--- src/verilog/icache_pkg.sv ---
`default_nettype none

package icache_pkg;

  // line geometry is fixed by the 256-bit memory bus
  localparam int s_offset = 5;
  localparam int num_ways = 4;
  localparam int line_bits = 8 * (2 ** s_offset);

  typedef logic [31:0] addr_t;
  typedef logic [31:0] word_t;
  typedef logic [line_bits-1:0] line_t;

  // tree pseudo-LRU, bit 0 picks the pair and bits 1 and 2 pick inside a pair
  // a zero bit means the left side is the older one
  typedef logic [2:0] plru_t;

  typedef logic [num_ways-1:0] way_mask_t;

  // phase marks which lookup cycle produced the record
  typedef struct packed {
    addr_t     addr;
    logic      hit;
    way_mask_t way_hit;
    line_t     line;
    logic      phase;
  } stage_t;

endpackage

`default_nettype wire

--- src/verilog/icache_stage_reg.sv ---
`timescale 1ns/10ps
`default_nettype none

module icache_stage_reg (
  input  logic               clk,
  input  logic               rst_n,
  input  logic               load,
  input  logic               request,
  input  icache_pkg::stage_t in,
  output icache_pkg::stage_t out,
  output logic               stage_valid
);

  // an idle cycle still loads, which leaves the stage empty
  always_ff @(posedge clk or negedge rst_n) begin
    if (!rst_n) begin
      stage_valid <= 1'b0;
    end else if (load) begin
      stage_valid <= request;
    end
  end

  always_ff @(posedge clk) begin
    if (load) begin
      out <= in;
    end
  end

endmodule

`default_nettype wire

--- config.mk ---
export PLATFORM = sky130hd
export DESIGN_NAME = icache_stage_reg
export DESIGN_NICKNAME = d
export VERILOG_FILES = /design/src/verilog/icache_pkg.sv /design/src/verilog/icache_stage_reg.sv
export SDC_FILE = /design/constraint.sdc
export NUM_CORES = 1
export LEC_CHECK = 0
export BUFFER_PORTS_ARGS = -buffer_cell sky130_fd_sc_hd__buf_2
export CORE_AREA = 2 2 230 232
export CTS_BUF_LIST = sky130_fd_sc_hd__clkbuf_16
export DETAILED_ROUTE_END_ITERATION = 8
export DIE_AREA = 0 0 232 234
export GPL_ROUTABILITY_DRIVEN = 0
export PLACE_DENSITY = 0.41
export SYNTH_ARGS = -nofsm -noshare
export SYNTH_HDL_FRONTEND = slang
export SYNTH_SLANG_ARGS = --single-unit
--- constraint.sdc ---
create_clock -name clk -period 1.58 [get_ports clk]
set_input_delay 0.079 -clock clk [delete_from_list [all_inputs] [get_ports clk]]
set_output_delay 0.079 -clock clk [all_outputs]
set_load 0.02 [all_outputs]
==> metrics.yaml <==
avgRoutedWirePerCell_um: 15.48
timing.final.crit_share_pct: 76.00
ios: 593
synth_area_leaders: "edfxtp_1 100%, dfrtp_1 0.28%, mux2_4 0.17%"
drt_first_pass_iters: 4
cts_root_buffer: "clkbuf_16"
path_max_fanout: 1
grt_max_degree: 51
slew_viol_final: 0
synth_ff_type: "edfxtp_1"
antenna_found_initial: 1
die_area_um2: 54290
max-cap-violations: 0
yosysWarnings: 0
synth_seq_cells: 295
power_density_nw_per_um2: 1180
nets: 1543
hold_path.class: "in -> reg"
start_util_pct: 17.05
worst_slew_pin_slew_ps: 303.5
cpMaxStageDelayCell: "edfxtp_1"
fp.dieH_um: 234
ys_types: 3
cts_buffer_depth: 3
cts_resized: 0
worstHoldPathCells: 2
cts_buffers: 35
cts.sinks: 295
async_reset_ff_share_pct: 0.3390
yosysMostFrequentCell: "edfxtp_1"
cp_num_buf_inv: 1
yosys-top-cells-count: "294 x edfxtp_1, 1 x dfrtp_1, 1 x mux2_4"
setup_violations: 0
clock_latency_ps: 520
p_leak_uw: 0.007202
grt_pass1_wl_um: 41130
crit_family: "flip-flops"
avgViaCountPerCell: 3.397
ir_worst_vdd_mv: 0.7207
clk_pin_slew_ps: 60
yosysTopAreaCellShare_pct: 99.55
cts_setup_buffers: 0
tns_ps: 0
worst_setup_path_end_kind: "output port"
place_area_um2: 12970
yosys.area.top_type: "edfxtp_1"
avgSynthCellArea_um2: 29.96
max-slew-margin-rel_pct: 79.77
worstHoldEndpoint: "out[268]"
wirelength_um: 30330
vias: 6655
grt_overflow: 0
first_iter_violations: 161
clock_skew_ps: 0
worstPathRequired_ps: 1500
worst_path_largest_cell_delay_ps: 420
die_w_um: 232
period_needed_ps: 1201
synth_area_um2: 8869
grt_usage_pct: 10.26
status: "finished clean"
drc: 0
r2r-start: "stage_valid"
crit_type: "reg -> out"
syn_inst: 296
area_growth_pct: 92.93
cts_tree: "done"
grt_pass1_vias: 7165
fmax_ghz: 0.8328
num_rows: 84
synth_edf_count: 294
rrSetupSlack_ps: 820
hold_path.startpoint: "in[268]"
grt_setup_unrepaired: "no"
cts.htree.levels: 2
drive_above_1_share_pct: 52.36
dp_hpwl_um: 21970
cp_cell_sequence: "buf_2"
hold_viol_final: 0
syn-num-nets: 594
ant_nets: 0
critPathLaunchType: "register"
r2r_end: "stage_valid"
io_buffers: 592
final_cell_area_um2: 17110
ys_seq_area_share_pct: 99.83
power.total_uw: 20190
worstRegToRegCells: 1
coreArea_um2: 52020
arrival_ps: 1120
-- stage by stage --
step	util, %	setup slack [ps]	cells	hold WS, ps
4_1_cts	32.88	319.4	1958	210.5
5_1_grt	32.88	320.9	1958	226.6
2_1_floorplan	-	745.3	296	-216.6
6_report	32.89	379.2	1959	259.4
3_3_place_gp	24.93	454.5	1598	-142.7
3_5_place_dp	24.93	435.2	1598	-144.3
-- where the power goes --
part	internal (uW)	switching (uW)
clock	4900	3160
combinational	1190	1480
sequential	9300	155
total	15400	4790
-- layer usage --
metal	wire, um	track usage, %
met1	10670	10.37
met2	16260	19.13
met3	2639	3.842
met4	763	3.806
met5	0	0
-- logic make-up (layout without fill, tap and decap cells) --
kind of cell | after synthesis | after routing | synth area share, %
other | 0 | 1 | 0
buffers and inverters | 0 | 974 | 0
muxes | 1 | 1 | 0.1693
DFF | 295 | 295 | 99.83
-- cell usage in the layout, fill, tap and decap left out, types with 4 or more instances in the layout --
cell type / count
clkinv_2: 4
buf_4: 14
clkbuf_16: 37
buf_12: 8
clkinv_1: 8
bufinv_16: 4
edfxtp_1: 294
buf_2: 591
inv_1: 4
dlygate4sd3_1: 298
-- registers in the layout, summed over array words and instances, names as in the netlist --
signal,count
out,294
stage_valid,1
-- worst max-delay path by stage --
stage | slack [ps] | to | from | depth (start not counted)
finish | 380 | out[252] | out[252] | 1
global route | 320 | out[28] | out[28] | 1
CTS | 320 | out[28] | out[28] | 1
detailed placement | 440 | out[107] | load | 3
global placement | 450 | out[194] | load | 3
floorplan | 750 | stage_valid | stage_valid | 1
-- area by class of cell --
cell class | instances | area [um^2]
fill | 5083 | 34910
multi-input combinational | 1 | 15.01
clock inverter | 25 | 231.5
tap | 688 | 860.8
timing repair buffer | 912 | 6221
sequential | 295 | 8853
antenna | 1 | 2.502
clock buffer | 37 | 925.9
-- repair_timing --
action / CTS / global route
endpoints found under the setup margin: 0 / 0
endpoints found under the hold margin: 319 / 0
hold buffers: 298 / 0
(Power assumes the default switching activity.)
