[src/verilog/icache_control.sv]
`timescale 1ns/10ps
`default_nettype none

module icache_control (
  input  logic clk,
  input  logic rst_n,
  input  logic mem_read,
  input  logic stage_valid,
  input  logic stage_hit,
  input  logic pmem_resp,
  output logic stage_load,
  output logic replay,
  output logic fill,
  output logic pmem_read
);

  typedef enum logic [1:0] {
    st_lookup,
    st_fetch,
    st_replay
  } state_t;

  state_t state;
  state_t state_next;
  logic   miss;

  // a missing record only matters while the core still waits for it
  assign miss = stage_valid & ~stage_hit & mem_read;

  always_ff @(posedge clk or negedge rst_n) begin
    if (!rst_n) begin
      state <= st_lookup;
    end else begin
      state <= state_next;
    end
  end

  always_comb begin
    state_next = state;
    stage_load = 1'b0;
    replay     = 1'b0;
    fill       = 1'b0;
    pmem_read  = 1'b0;

    unique case (state)
      st_lookup: begin
        // keep the missing record in place so its address can be replayed
        if (miss) begin
          state_next = st_fetch;
        end else begin
          stage_load = 1'b1;
        end
      end

      st_fetch: begin
        pmem_read = 1'b1;
        if (pmem_resp) begin
          fill       = 1'b1;
          state_next = st_replay;
        end
      end

      st_replay: begin
        // the held address is looked up again and now hits the new line
        replay     = 1'b1;
        stage_load = 1'b1;
        state_next = st_lookup;
      end

      default: begin
        state_next = st_lookup;
      end
    endcase
  end

endmodule

`default_nettype wire

[config.mk]
export PLATFORM = sky130hd
export DESIGN_NAME = icache_control
export DESIGN_NICKNAME = d
export VERILOG_FILES = /design/src/verilog/icache_control.sv
export SDC_FILE = /design/constraint.sdc
export NUM_CORES = 1
export LEC_CHECK = 0
export ABC_AREA = 0
export BUFFER_PORTS_ARGS = -buffer_cell sky130_fd_sc_hd__buf_2
export CAP_MARGIN = 5
export CORE_AREA = 2 2 39 41
export CTS_CLUSTER_SIZE = 28
export DETAILED_ROUTE_END_ITERATION = 10
export DIE_AREA = 0 0 41 43
export GPL_TIMING_DRIVEN = 0
export PLACE_DENSITY_LB_ADDON = 0.1
export SETUP_SLACK_MARGIN = 0.2
export SLEW_MARGIN = 25
export SYNTH_ARGS = -nofsm -noshare
export SYNTH_HDL_FRONTEND = slang
export SYNTH_SLANG_ARGS = --single-unit
[constraint.sdc]
create_clock -name clk -period 1.15 [get_ports clk]
set_clock_uncertainty 0.1 [all_clocks]
set_input_delay 0.23 -clock clk [delete_from_list [all_inputs] [get_ports clk]]
set_output_delay 0.23 -clock clk [all_outputs]
set_load 0.05 [all_outputs]
==> summary.txt <==
Detailed routing
  – Routed length per placed instance: 9.442 um
  – Violation count after the first detailed-routing iteration: 0
  – Drc violations: 0
  – DR vias: ~140
  – Total routed wirelength: 406 um
  – Pre-Repair DR Iteration Count: 1
  – Number of nets with antenna violations after routing: 0
  – Drt via density: 3.326

Timing
  – Post-route clock period utilization: 128.7%
  – Worst hold slack across all endpoints: 154.4 ps
  – Final-layout setup total negative slack: -1273 ps
  – Peak Freq: 675.4 MHz
  – Final worst setup slack: -330.5 ps
  – Number of hold violations in the final report: 0
  – Relative slew margins: 82.41%
  – Slew at the pin closest to its max-slew limit: 263.0 ps
  – Number of failing setup endpoints in the final timing report: 5
  – Final critical delay including setup and external delays: 1481 ps
  – Max-slew violation total from the final report: 0
  – RSZ-0062 raised after global routing: true

Floorplan
  – Die outline area: ~1800 um2
  – Chip Width: 41 um
  – Core area: 1384 um2
  – Row count: 14
  – Initial core utilization: under 10%
  – I/O pin total: 10
  – Die Y: approximately 43 um

Clocking
  – Number of buffers between clock root and the deepest sink: 2
  – Clock insertion delay at the later pin of the skew report: 220 ps
  – Clock H-tree levels: 1
  – Clock root buffer: sky130_fd_sc_hd__clkbuf_4
  – Number of buffers created by CTS: 3
  – Number of clock sinks seen by CTS: 2
  – TritonCTS clock tree: done
  – Clock-pin slew on the worst setup and hold paths: 30 ps

Global route
  – Pin count of the biggest net entering global routing: 6
  – Initial antenna violation count: 0
  – Vias in the first global route: 147
  – Wire length of the first global-routing pass: 634 um
  – Total overflow reported by the global router: 0
  – Global router's overall resource usage: 6.124%

Power
  – Total net switching power: approximately 120 uW
  – Share of total power in combinational logic: between 30% and 40%
  – VDD IR-drop max: 0.4425 mV
  – PwrDens: approximately 1300 nW/um2
  – Clock network power share: a little over two fifths
  – Internal Dissipation: 254.7 uW
  – Switching power share of the total: 31.26%
  – Static leakage: approximately 0.14 nW
  – Portion of total power attributed to sequential cells: 21.9%

Setup path
  – R2R Setup Slk: -40 ps
  – WP depth: 3
  – Worst Path Required: around 800 ps
  – Crit-path max cell delay: 390 ps
  – Worst Path Arrival: 1150 ps
  – Reg-to-Reg Start: state[0]$_DFFE_PN0P_
  – Buffer and inverter count on the worst path: 1
  – Worst-path fanout max: 4
  – Largest delay contributor family on the critical path: simple AND/OR/NAND/NOR gates
  – Kind of launch point of the worst setup path: flop
  – Start-to-end type of the worst setup path: reg -> out
  – Cells along the critical path: and2b_4 -> and2_4 -> buf_8
  – Endpoint of the worst register-to-register path: state[0]$_DFFE_PN0P_
  – Slowest cell on crit path: sky130_fd_sc_hd__dfrtp_1
  – Critical path capture point type: output port
  – Reg2reg path depth: 3

Cells and area
  – Most common library cell in the layout ignoring fill and taps: sky130_fd_sc_hd__buf_2
  – Leading cell types in the layout, fill and taps excluded: 6 x sky130_fd_sc_hd__buf_2, 3 x sky130_fd_sc_hd__clkbuf_4
  – Final core utilization: 20.89%
  – Net count of the finished layout: 35
  – Filler cells: 164
  – Register name with the most flops: state
  – Largest registers: state (2)
  – Post-synthesis to final-layout area growth: 145.7%
  – Footprint of the multi-input gates: 85.08 um2
  – N_diodes: 0
  – Post-route cell area: 289.0 um2
  – Max reg flops: 2
  – Storage element area: 50.05 um2
  – Share of layout cells above drive strength 1: slightly below 80%

Placed design
  – Cell Area, Placed: between 150 and 200 um2
  – Detail Placement HPWL: 232.1 um
  – Count of input and output buffers: 9
  – Weighted congestion reported at the end of routability-driven placement: 0.5458

Run status
  – Result of the run: complete, but fails checks
  – Failing checks: setup timing

Run
  – Number of max-capacitance violations reported: 0

Synth
  – Avg Synthesized Cell Area: 10.69 um2
  – Area of the mapped netlist: 117.6 um2
  – Sequential area share after synthesis: 42.55%
  – Number of instances in the synthesized netlist: 11
  – Total nets after synthesis: 17
  – Number of distinct library cell variants in the gate-level netlist after synthesis: 8
  – Synth warn: 0
  – Flops & latches, synth: 2

Hold path
  – HP Class: in -> reg
  – Worst min-delay path endpoint: state[0]$_DFFE_PN0P_
  – Number of cells on the worst hold path: 2
  – Startpoint of the lowest-slack hold path: stage_hit
==> cell usage after synthesis <==
master | number | area [um2]
sky130_fd_sc_hd__dfrtp_1 | 2 | 50.05
sky130_fd_sc_hd__and2b_2 | 2 | 17.52
sky130_fd_sc_hd__o31a_2 | 1 | 10.01
sky130_fd_sc_hd__o41ai_1 | 1 | 8.760
sky130_fd_sc_hd__or3b_1 | 1 | 8.760
sky130_fd_sc_hd__inv_1 | 1 | 3.750
sky130_fd_sc_hd__nand2_1 | 1 | 3.750
sky130_fd_sc_hd__and2_2 | 2 | 15.01
==> logic make-up (layout without fill, tap and decap cells) <==
| kind of cell | Yosys count | after routing | share of synthesized area [%] |
|---|---|---|---|
| flops | 2 | 2 | 42.55 |
| compound gates | 2 | 2 | 15.96 |
| buf+inv | 1 | 17 | 3.188 |
| simple gates | 6 | 6 | 38.30 |
==> what timing repair did <==
item	CTS	global route
hold buffers	1	0
hold endpoints to repair	2	0
pin swaps	3	1
endpoints found under the setup margin	6	6
gates resized for setup	10	1
setup buffers	2	1
==> metal layers <==
| layer | up-vias | GRT usage (%) | wire length (um) |
|---|---|---|---|
| li1 | 71 | - | - |
| met1 | 65 | 6.109 | 170 |
| met2 | 7 | 8.438 | 206 |
| met3 | 0 | 3.141 | 29 |
| met4 | 0 | 6.000 | 0 |
| met5 | - | 0 | 0 |
==> layout make-up <==
type                       instances  area share [%]
sequential                         2           17.32
clock buffer                       3           7.792
timing repair buffer              13           37.23
multi-input combinational          8           29.44
tap                               16           6.926
inverter                           1           1.299
==> worst max path at each step <==
stage / endpoint / slack, ps / start
after floorplan: fill / -180 / state[1]$_DFFE_PN0P_
after global placement: fill / -210 / state[1]$_DFFE_PN0P_
after detailed placement: fill / -210 / state[1]$_DFFE_PN0P_
after CTS: fill / -340 / state[1]$_DFFE_PN0P_
after global routing: fill / -380 / state[1]$_DFFE_PN0P_
final: fill / -330 / state[1]$_DFFE_PN0P_
==> stage by stage <==
step / total power [mW] / worst slack (ps) / std cells
2_1_floorplan: 0.1458 / -184.6 / 11
6_report: 0.3705 / -330.5 / 43
3_5_place_dp: 0.1689 / -206.7 / 36
3_3_place_gp: 0.1685 / -205.7 / 36
5_1_grt: 0.3951 / -378.6 / 43
4_1_cts: 0.3705 / -343.3 / 42
==> power groups by stage <==
stage	registers [mW]	clock network (mW)	logic (mW)
final	0.0811	0.158	0.132
after global routing	0.0823	0.174	0.139
after CTS	0.0818	0.169	0.119
after global placement	0.0823	0	0.0862
after floorplan	0.0809	0	0.0649
after detailed placement	0.0822	0	0.0866
Note: power is estimated with default switching activity, not from simulation.
