[src/verilog/icache_pkg.sv]
`default_nettype none

package icache_pkg;

  // line geometry is fixed by the 256-bit memory bus
  localparam int s_offset = 5;
  localparam int num_ways = 4;
  localparam int line_bits = 8 * (2 ** s_offset);

  typedef logic [31:0] addr_t;
  typedef logic [31:0] word_t;
  typedef logic [line_bits-1:0] line_t;

  // tree pseudo-LRU, bit 0 picks the pair and bits 1 and 2 pick inside a pair
  // a zero bit means the left side is the older one
  typedef logic [2:0] plru_t;

  typedef logic [num_ways-1:0] way_mask_t;

  // phase marks which lookup cycle produced the record
  typedef struct packed {
    addr_t     addr;
    logic      hit;
    way_mask_t way_hit;
    line_t     line;
    logic      phase;
  } stage_t;

endpackage

`default_nettype wire

[src/verilog/icache_deliver.sv]
`timescale 1ns/10ps
`default_nettype none

module icache_deliver (
  input  logic               clk,
  input  logic               rst_n,
  input  logic               stage_valid,
  input  icache_pkg::stage_t in,
  output logic               mem_resp,
  output icache_pkg::word_t  mem_rdata
);

  logic served_q;
  logic served_phase_q;
  logic dup;

  // a record left in place keeps its phase, a fresh one from the next cycle flips it
  assign dup = served_q && (in.phase == served_phase_q);

  assign mem_resp  = stage_valid && in.hit && !dup;
  assign mem_rdata = in.line[32 * in.addr[4:2] +: 32];

  always_ff @(posedge clk or negedge rst_n) begin
    if (!rst_n) begin
      served_q <= 1'b0;
    end else begin
      served_q <= mem_resp;
    end
  end

  always_ff @(posedge clk) begin
    if (mem_resp) begin
      served_phase_q <= in.phase;
    end
  end

endmodule

`default_nettype wire

[config.mk]
export PLATFORM = sky130hd
export DESIGN_NAME = icache_deliver
export DESIGN_NICKNAME = d
export VERILOG_FILES = /design/src/verilog/icache_pkg.sv /design/src/verilog/icache_deliver.sv
export SDC_FILE = /design/constraint.sdc
export NUM_CORES = 1
export LEC_CHECK = 0
export BUFFER_PORTS_ARGS = -buffer_cell sky130_fd_sc_hd__buf_2
export CAP_MARGIN = 15
export CORE_AREA = 5 5 127 129
export DETAILED_ROUTE_END_ITERATION = 10
export DIE_AREA = 0 0 132 134
export SLEW_MARGIN = 10
export SYNTH_ARGS = -nofsm -noshare
export SYNTH_HDL_FRONTEND = slang
export SYNTH_SLANG_ARGS = --single-unit
export TNS_END_PERCENT = 50
[constraint.sdc]
create_clock -name clk -period 3.95 [get_ports clk]
set_input_delay 0.79 -clock clk [delete_from_list [all_inputs] [get_ports clk]]
set_output_delay 0.79 -clock clk [all_outputs]
set_load 0.02 [all_outputs]
==> out/metrics.cfg, run 1 <==
[timing]
rsz0062_at_grt=false
slew_headroom_pct=43.2
hold_viol=0
finalMaxSlewViolations=0
fin_ws_ns=0.769
timing.final.crit_share_pct=80.5
fmax_ghz=0.314
setup_violations=0
fin_tns_setup_ns=0
fin_crit_ns=3.18
tightest_slew_ns=0.851
finalClockSkew_ns=0.00251

[clock_network]
cts_tree=done
cts_sinks=2
postCtsSetupBuffers=0
numCtsBuffers=3
worst_skew_pair.late_latency_ns=0.22
cts_root_buf=clkbuf_16
cts.path.max_buffers=2
hold_buffers=0
cts_resized=0
clk_pin_slew_worst_paths_ns=0.03
h-tree-depth=1

[synth]
synth_cells=119
synth.top_cell.area_share_pct=49.0
synth_area_leaders=mux4_1, mux4_2, mux2_2, buf_6, buf_1
yosys.area_share.simple_pct=0.175
synth_top_family_by_area=multiplexers
avgSynthCellArea_um2=18.0
yosysUniqueCellTypes=12
yosysWarnings=0
synthMostInstantiatedCell=mux4_1
synth_fa_ha_area_share_pct=0
ys_seq_area_share_pct=2.57
synth_xor_area_share_pct=0.408
ys.flop_type=edfxtp_1
synth-edff-count=1
syn_nets=416
synthArstFlopShare_pct=50.0
synthesis.area_mm2=0.00215
post_synth_mux_area_share_pct=91.0
yosys.area.top_type=mux4_1
synth_common_cells=mux4_1, mux2_2, mux4_2
synth_seq_cells=2
synth_compound_area_share_pct=0.233

[route]
firstDrtPassIters=4
drt-met1-wl_um=3690
top_layer_used=met3
wl_met2_um=5460
postRouteAntennaNets=0
drc=0
wl_met3_um=954
drt-total-wl_um=10100
drtIter0Drc=78
avgRoutedWirePerCell_um=17.0
via_per_inst=4.33
via_count=2569

[worst_setup_path]
critPathBufInv=3
required_ns=3.16
cp_max_fo=24
cpLargestDelayFamily=multiplexers
arrival_ns=2.39
crit_chain=buf_4, buf_12, mux4_1, mux2_2, buf_2
slowest_stage=mux4_1
start_kind=input port
cp-end-kind=output port
crit_type=in2out
cpPeakStageDelay_ns=0.64
reg2reg_setup_slack_ns=2.86

[pwr]
powerDensity_mw_per_mm2=158
p_sw_uw=201
p_seq_share_pct=3.9
ir_worst_vdd_v=0.000272
comb_power_share_pct=70.5
internal_power_uw=412
swShare_pct=32.8
p_clk_share_pct=25.7
p_leak_nw=1.96

[floorplan]
die_w_um=132
core_area_mm2=0.0149
row_count=45
io_pins=330
die_y_um=134
start_util_pct=14.4
die-area_mm2=0.0177

[outcome]
status=finished, final reports clean

[global_route]
grt_pass1_vias=2770
antenna_found_initial=0
grt_max_degree=43
grt_overflow=0
grt_use_total_pct=10.2
grt_first_pass_wirelength_um=14800

[cells_and_area]
regArea_um2=55.1
nFillCells=1598
drive_gt1_share_pct=88.6
syn2layout_area_growth_pct=80.7
fin_nets=703
multiInputGateArea_mm2=0.00197
antenna_cells=0

[place]
gp_congestion=0.774
portBuffers=296
pre_cts_slack_ns=0.737
dp_hpwl_um=8990

[min_path]
hp-class=in2async

[flow_run]
drv_cap=0

-- path summary, 6_finish.rpt --
kind                                               start                  endpoint  depth (start not counted)
max in group asynchronous                          rst_n        served_q$_DFF_PN0_                          1
worst max-delay path                             in[264]             mem_rdata[15]                          5
worst min-delay path                               rst_n        served_q$_DFF_PN0_                          1
worst min register to register        served_q$_DFF_PN0_        served_q$_DFF_PN0_                          1
worst max register to register  served_phase_q$_DFFE_PP_  served_phase_q$_DFFE_PP_                          2
min in group clk                      served_q$_DFF_PN0_        served_q$_DFF_PN0_                          1
-- worst reg2reg max path, cell delays in order, from the launching register on --
cell and delay, ns:
edfxtp_1 0.37, xnor2_1 0.14, a21oi_1 0.25
-- logic make-up (layout without fill, tap and decap cells) --
family | after synthesis | count (layout)
AOI/OAI and AO/OA | 1 | 1
and+or+nand+nor | 1 | 1
muxes | 96 | 96
buffers and inverters | 18 | 304
xor gates and xnor gates | 1 | 1
DFF | 2 | 2
-- cell type report --
cell class	instances	share of cell area (%)
Tap cell	188	6.07
Timing Repair Buffer	300	39.7
Sequential cell	2	1.42
Clock buffer	4	2.03
Multi-Input combinational cell	99	50.8
-- state kept, by name, summed over array words and instances, names as in the netlist --
name and flops:
served_q 1, served_phase_q 1
-- power by group through the flow --
stage | clock network (mW) | logic, mW | registers [mW]
2_1_floorplan | 0 | 0.248 | 0.0238
3_3_place_gp | 0 | 0.429 | 0.0238
3_5_place_dp | 0 | 0.438 | 0.0239
4_1_cts | 0.159 | 0.439 | 0.0237
5_1_grt | 0.165 | 0.466 | 0.0238
6_report | 0.157 | 0.432 | 0.0236
-- layout by cell type, fill, tap and decap left out, drive strengths merged --
master and count:
a21oi 1, buf 300, clkbuf 4, dfrtp 1
edfxtp 1, mux2 32, mux4 64, nand2 1
xnor2 1
-- layer usage --
| metal | GRT usage [%] | vias to the layer above |
|---|---|---|
| li1 | - | 1178 |
| met1 | 12.1 | 1231 |
| met2 | 19.8 | 160 |
| met3 | 2.18 | 0 |
| met4 | 0.514 | 0 |
| met5 | 0 | - |
-- through the flow --
step           hold WS [ns]  power (mW)  instances  cell area, um^2  util (%)
2_1_floorplan         0.494       0.272        119             2150         -
3_3_place_gp          0.443       0.453        589             3800      25.5
3_5_place_dp          0.443       0.462        589             3800      25.5
4_1_cts               0.344       0.622        593             3880      26.0
5_1_grt               0.341       0.654        593             3880      26.0
6_report              0.344       0.612        593             3880      26.0
No activity file was read; power rests on OpenSTA's default activity.
==> inputs of run 2 (changes only) <==
--- a/config.mk
+++ b/config.mk
@@ -5,11 +5,12 @@
 export SDC_FILE = /design/constraint.sdc
 export NUM_CORES = 1
 export LEC_CHECK = 0
+export ABC_AREA = 1
 export BUFFER_PORTS_ARGS = -buffer_cell sky130_fd_sc_hd__buf_2
 export CAP_MARGIN = 15
-export CORE_AREA = 5 5 127 129
+export CORE_AREA = 5 5 124 126
 export DETAILED_ROUTE_END_ITERATION = 10
-export DIE_AREA = 0 0 132 134
+export DIE_AREA = 0 0 129 131
 export SLEW_MARGIN = 10
 export SYNTH_ARGS = -nofsm -noshare
 export SYNTH_HDL_FRONTEND = slang
==> constraint.sdc (replaced) <==
create_clock -name clk -period 3.1 [get_ports clk]
set_input_delay 0.62 -clock clk [delete_from_list [all_inputs] [get_ports clk]]
set_output_delay 0.62 -clock clk [all_outputs]
set_load 0.02 [all_outputs]
==> run 2 against run 1 <==
Effect of this change:
- core utilization is 10 points higher
- clock power grew 29%
- combinational power up 56%
- die area decreased by 4.5%
- sequential power is 27% higher
- total power is 48% higher
- hold slack worse by 0.16 ns
- first-iteration DRC count rose to 2.6 times the previous value
- area after synthesis increased by 66%
- cell area grew 33%
- worst setup slack got worse by 0.22 ns
==> out/metrics.cfg, run 2 <==
[timing]
slew_headroom_pct=60.8  ; +18 points
tightest_slew_ns=0.589  ; -0.263 ns
timing.final.crit_share_pct=82.4
finalClockSkew_ns=0.00526  ; +0.00275 ns
setup_violations=0  ; unchanged
fin_tns_setup_ns=0  ; unchanged
fmax_ghz=0.391
hold_viol=0  ; unchanged
rsz0062_at_grt=false
fin_crit_ns=2.56
finalMaxSlewViolations=0  ; unchanged

[clock_network]
cts.path.max_buffers=2  ; unchanged
worst_skew_pair.late_latency_ns=0.22  ; about the same
cts_tree=done
cts_resized=0  ; unchanged
clk_pin_slew_worst_paths_ns=0.03  ; about the same
h-tree-depth=1  ; unchanged
cts_root_buf=clkbuf_16
hold_buffers=0  ; unchanged
cts_sinks=2  ; unchanged
postCtsSetupBuffers=0  ; unchanged
numCtsBuffers=3  ; unchanged

[worst_setup_path]
cpPeakStageDelay_ns=0.46  ; -0.18 ns
crit_chain=buf_4, inv_4, buf_4, nand2_1, nand3_1, nand2_1, nand2_1, nand2_1, buf_2
start_kind=input port
crit_type=in2out
slowest_stage=buf_4
cp_max_fo=59  ; +150%
cp-end-kind=output port
critPathBufInv=4  ; +1
arrival_ns=1.94  ; -0.45 ns
required_ns=2.48  ; -0.68 ns
cpLargestDelayFamily=buffers and inverters
worst_path_most_repeated_cell=nand2_1

[pwr]
p_leak_nw=4.05  ; +110%
ir_worst_vdd_v=0.000343  ; +26%
powerDensity_mw_per_mm2=176  ; +12%

[synth]
yosysUniqueCellTypes=12  ; unchanged
synth_cells=859  ; +620%
synth_area_leaders=nand2_1, inv_1, nand3_1, buf_6, buf_2
ys.flop_type=edfxtp_1
synthMostInstantiatedCell=nand2_1
synthArstFlopShare_pct=50.0  ; unchanged
synth_seq_cells=2  ; unchanged
yosys.area.top_type=nand2_1
synth-edff-count=1  ; unchanged
yosysWarnings=0  ; unchanged
avgSynthCellArea_um2=4.15  ; -77%
ys_seq_area_share_pct=1.54  ; -1.0 points
synth_common_cells=nand2_1, inv_1, nand3_1
syn_nets=1156  ; +180%
synthesis.area_mm2=0.00356  ; +66%
synth.top_cell.area_share_pct=43.9  ; -5.1 points

[cells_and_area]
top_regs=served_phase_q x1, served_q x1
antenna_cells=0  ; unchanged
layout_common_cells=nand2_1, buf_2, inv_1
drive_gt1_share_pct=27.7  ; -61 points
final_util_pct=36.3  ; +10 points
layout_commonest_cell=nand2_1
syn2layout_area_growth_pct=44.5
layout.cells.non_filler=1303  ; +120%
fin_nets=1417  ; +100%

[place]
portBuffers=296  ; unchanged
place_inst=1299  ; +120%
dp_hpwl_um=11100  ; +24%
gp_congestion=0.858  ; +11%

[route]
avgRoutedWirePerCell_um=11.1  ; -35%
via_per_inst=4.15  ; -4.3%
firstDrtPassIters=7  ; +3
drt-total-wl_um=14500  ; +43%
via_count=5403  ; +110%
postRouteAntennaNets=0  ; unchanged
drc=0  ; unchanged
drtIter0Drc=205  ; +160%

[global_route]
grt_pass1_vias=4631  ; +67%
grt_use_total_pct=15.0  ; +4.8 points
grt_overflow=0  ; unchanged
grt_first_pass_wirelength_um=21200  ; +43%
grt_max_degree=120  ; +180%
antenna_found_initial=0  ; unchanged

[floorplan]
core_area_mm2=0.0142  ; -4.8%
start_util_pct=25.1  ; +11 points
io_pins=330  ; unchanged
row_count=44  ; -2.2%
die_y_um=131  ; -2.2%
die_w_um=129  ; -2.3%
die-area_mm2=0.0169  ; -4.5%

[outcome]
status=finished, final reports clean

[flow_run]
drv_cap=0  ; unchanged

[min_path]
hp-class=in2async

-- run 2: cell types whose count changed after synthesis, moves of 24 or more --
| cell | delta |
|---|---|
| nand2_1 | +416 |
| nand3_1 | +130 |
| mux2_2 | -32 |
| mux4_1 | -40 |
| mux4_2 | -24 |
| inv_1 | +259 |
-- run 2: final cells by class --
| cell class | count | area [um^2] |
|---|---|---|
| multi-input combinational | 548 | 2220 |
| inverter | 261 | 982 |
| sequential | 2 | 55.1 |
| fill | 1731 | 9050 |
| clock buffer | 4 | 78.8 |
| tap | 184 | 230 |
| timing repair buffer | 304 | 1580 |
-- run 2: metrics by stage --
step           cell area, um^2  hold WS, ns  power, mW  worst slack, ns
6_report                  5150        0.185      0.909            0.545
5_1_grt                   5150        0.180       1.00            0.354
4_1_cts                   5150        0.186      0.919            0.522
3_5_place_dp              5070        0.414      0.711            0.527
3_3_place_gp              5070        0.414      0.710            0.516
2_1_floorplan             3560        0.324      0.443             1.11
-- run 2: worst paths after layout --
kind                                          start                        to  slack, ns  depth (start not counted)
setup / recovery                            in[264]              mem_rdata[7]       0.54                          9
hold / removal                                rst_n        served_q$_DFF_PN0_       0.18                          1
setup reg to reg           served_phase_q$_DFFE_PP_  served_phase_q$_DFFE_PP_       1.91                          4
hold reg to reg                  served_q$_DFF_PN0_        served_q$_DFF_PN0_       0.56                          3
max in group asynchronous                     rst_n        served_q$_DFF_PN0_       2.82                          1
min in group clk                 served_q$_DFF_PN0_        served_q$_DFF_PN0_       0.56                          3
-- run 2: cell families (layout without fill, tap and decap cells) --
kind of cell,after synthesis,after routing,share of synthesized area [%]
AND/OR/NAND/NOR,548,548,62.4
flip-flops,2,2,1.54
buffers and inverters,309,569,36.1
-- run 2: power breakdown --
group          internal (mW)  switching [mW]  total [mW]
registers             0.0296        0.000383      0.0300
logic                  0.287           0.388       0.676
clock network          0.170          0.0339       0.203
-- run 2: worst register-to-register path, delay by kind of cell, from the launching register on --
family	cells	cell delay, ns
and+or+nand+nor	3	0.43
DFF	1	0.37
buffers and inverters	1	0.09
-- run 2: metal layers --
| metal | up-vias | wire length (um) | part of all wire [%] | track usage (%) |
|---|---|---|---|---|
| met2 | 237 | 6830 | 47 | 27.6 |
| met5 | - | 0 | 0 | 0 |
| li1 | 2919 | - | - | - |
| met4 | 0 | 170 | 1.2 | 2.90 |
| met3 | 18 | 1540 | 11 | 2.97 |
| met1 | 2229 | 5940 | 41 | 18.1 |
==> inputs of run 3 (changes only) <==
==> constraint.sdc (replaced) <==
create_clock -name clk -period 2.5 [get_ports clk]
set_input_delay 0.5 -clock clk [delete_from_list [all_inputs] [get_ports clk]]
set_output_delay 0.5 -clock clk [all_outputs]
set_load 0.02 [all_outputs]
==> run 3 against run 2 <==
Effect of this change:
- sequential share of layout area about the same
- hold slack worse by 0.12 ns
- final cell count up 0.15%
- register-to-register slack worse by 0.60 ns
- clock power up 23%
- clock skew down 0.0028 ns
- core utilization up 0.28 points
- first-iteration DRC count up 8.3%
- worst setup slack worse by 0.14 ns
- sequential power up 24%
- flip-flop and latch count unchanged
- combinational power up 25%
- critical path type unchanged
==> out/metrics.cfg, run 3 (synthesized netlist as in run 2, its figures left out) <==
[route]
drt-total-wl_um=14300  ; -1.4%
via_count=5324  ; -1.5%
via_per_inst=4.08  ; -1.6%
drtIter0Drc=222  ; +8.3%
drc=0  ; unchanged
firstDrtPassIters=4  ; -3
postRouteAntennaNets=0  ; unchanged
avgRoutedWirePerCell_um=10.9  ; -1.6%

[clock_network]
h-tree-depth=1  ; unchanged
cts_root_buf=clkbuf_16
numCtsBuffers=3  ; unchanged
cts_resized=0  ; unchanged
worst_skew_pair.late_latency_ns=0.22  ; about the same
cts.path.max_buffers=2  ; unchanged
hold_buffers=0  ; unchanged
postCtsSetupBuffers=0  ; unchanged
cts_sinks=2  ; unchanged
clk_pin_slew_worst_paths_ns=0.03  ; about the same
cts_tree=done

[timing]
fin_tns_setup_ns=0  ; unchanged
timing.final.crit_share_pct=84.0
fmax_ghz=0.476
finalMaxSlewViolations=0  ; unchanged
finalClockSkew_ns=0.00242  ; -0.00284 ns
fin_crit_ns=2.10
setup_violations=0  ; unchanged
hold_viol=0  ; unchanged
slew_headroom_pct=72.3  ; +12 points
rsz0062_at_grt=false
tightest_slew_ns=0.415  ; -0.173 ns

[cells_and_area]
multiInputGateArea_mm2=0.00222  ; unchanged
nFillCells=1728  ; -0.17%
fin_nets=1419  ; +0.14%
antenna_cells=0  ; unchanged
drive_gt1_share_pct=27.8  ; +0.13 points
top_regs=served_phase_q x1, served_q x1
layout_commonest_cell=nand2_1
syn2layout_area_growth_pct=45.6
layout_common_cells=nand2_1, buf_2, inv_1
final_util_pct=36.5  ; +0.28 points
regArea_um2=55.1  ; unchanged

[worst_setup_path]
slowest_stage=buf_12
r2r_start=served_phase_q$_DFFE_PP_
crit_type=in2out
worst_path_most_repeated_cell=nand2_1
cp-end-kind=output port
required_ns=2.00  ; -0.48 ns
critPathBufInv=4  ; unchanged
reg2reg_depth=4  ; unchanged
cpPeakStageDelay_ns=0.25  ; -0.21 ns
reg2reg_setup_slack_ns=1.31  ; -0.60 ns
start_kind=input port
arrival_ns=1.60  ; -0.34 ns
cp_max_fo=62  ; +5.1%
cpLargestDelayFamily=buffers and inverters
timing.rr.end=served_phase_q$_DFFE_PP_
crit_chain=buf_4, inv_4, buf_12, nand2_1, nand3_1, nand2_1, nand2_1, nand2_1, buf_2

[place]
gp_congestion=0.851  ; -0.76%
portBuffers=296  ; unchanged
dp_hpwl_um=11300  ; +1.6%

[global_route]
grt_use_total_pct=15.2  ; +0.23 points
antenna_found_initial=0  ; unchanged
grt_max_degree=65  ; -46%
grt_overflow=0  ; unchanged
grt_first_pass_wirelength_um=21700  ; +2.5%
grt_pass1_vias=4798  ; +3.6%

[min_path]
hp-class=in2async

[pwr]
internal_power_uw=610  ; +25%
ir_worst_vdd_v=0.000461  ; +34%
powerDensity_mw_per_mm2=218  ; +23%
p_sw_uw=521  ; +23%
swShare_pct=46.1  ; -0.39 points
p_seq_share_pct=3.3  ; about the same
comb_power_share_pct=74.6  ; +0.3 points
p_clk_share_pct=22.1  ; -0.3 points
p_leak_nw=4.07  ; +0.46%

[floorplan]
core_area_mm2=0.0142  ; unchanged
die_y_um=131  ; unchanged
die-area_mm2=0.0169  ; unchanged
io_pins=330  ; unchanged
die_w_um=129  ; unchanged
start_util_pct=25.1  ; unchanged
row_count=44  ; unchanged

[outcome]
status=finished, final reports clean

[flow_run]
drv_cap=0  ; unchanged

==> run 3: area by class of cell <==
type,count,share of cell area (%)
clock buffer,4,1.52
inverter,261,18.9
multi-input combinational,548,42.8
sequential,2,1.06
tap,184,4.44
timing repair buffer,306,31.2
==> run 3: power by group through the flow <==
stage	Clock (mW)	Sequential, mW	Combinational, mW
floorplan	0	0.0375	0.512
global placement	0	0.0375	0.849
detailed placement	0	0.0375	0.849
CTS	0.251	0.0371	0.854
global route	0.257	0.0375	0.960
finish	0.250	0.0371	0.843
==> run 3: how the worst max path moves through the flow <==
stage / from / to / slack, ns / cells after the start
2_1_floorplan: in[266] / mem_rdata[10] / 0.75 / 5
3_3_place_gp: in[265] / mem_rdata[1] / 0.38 / 7
3_5_place_dp: in[264] / mem_rdata[7] / 0.37 / 9
4_1_cts: in[264] / mem_rdata[7] / 0.36 / 9
5_1_grt: in[264] / mem_rdata[7] / 0.28 / 9
6_report: in[264] / mem_rdata[7] / 0.40 / 9
==> run 3: layer usage <==
layer | share of wire, % | track usage, % | vias up
met4 | 0.52 | 1.30 | 0
met3 | 11 | 3.09 | 9
met2 | 49 | 28.9 | 213
met5 | 0 | 0 | -
li1 | - | - | 2922
met1 | 39 | 18.3 | 2180
==> run 3: metrics by stage <==
step	hold WS (ns)	cell area, um^2	power [mW]	setup WS (ns)	std cells
2_1_floorplan	0.204	3560	0.550	0.754	859
3_3_place_gp	0.292	5110	0.886	0.379	1301
3_5_place_dp	0.292	5110	0.887	0.370	1301
4_1_cts	0.0625	5190	1.14	0.365	1305
5_1_grt	0.0593	5190	1.26	0.279	1305
6_report	0.0621	5190	1.13	0.400	1305
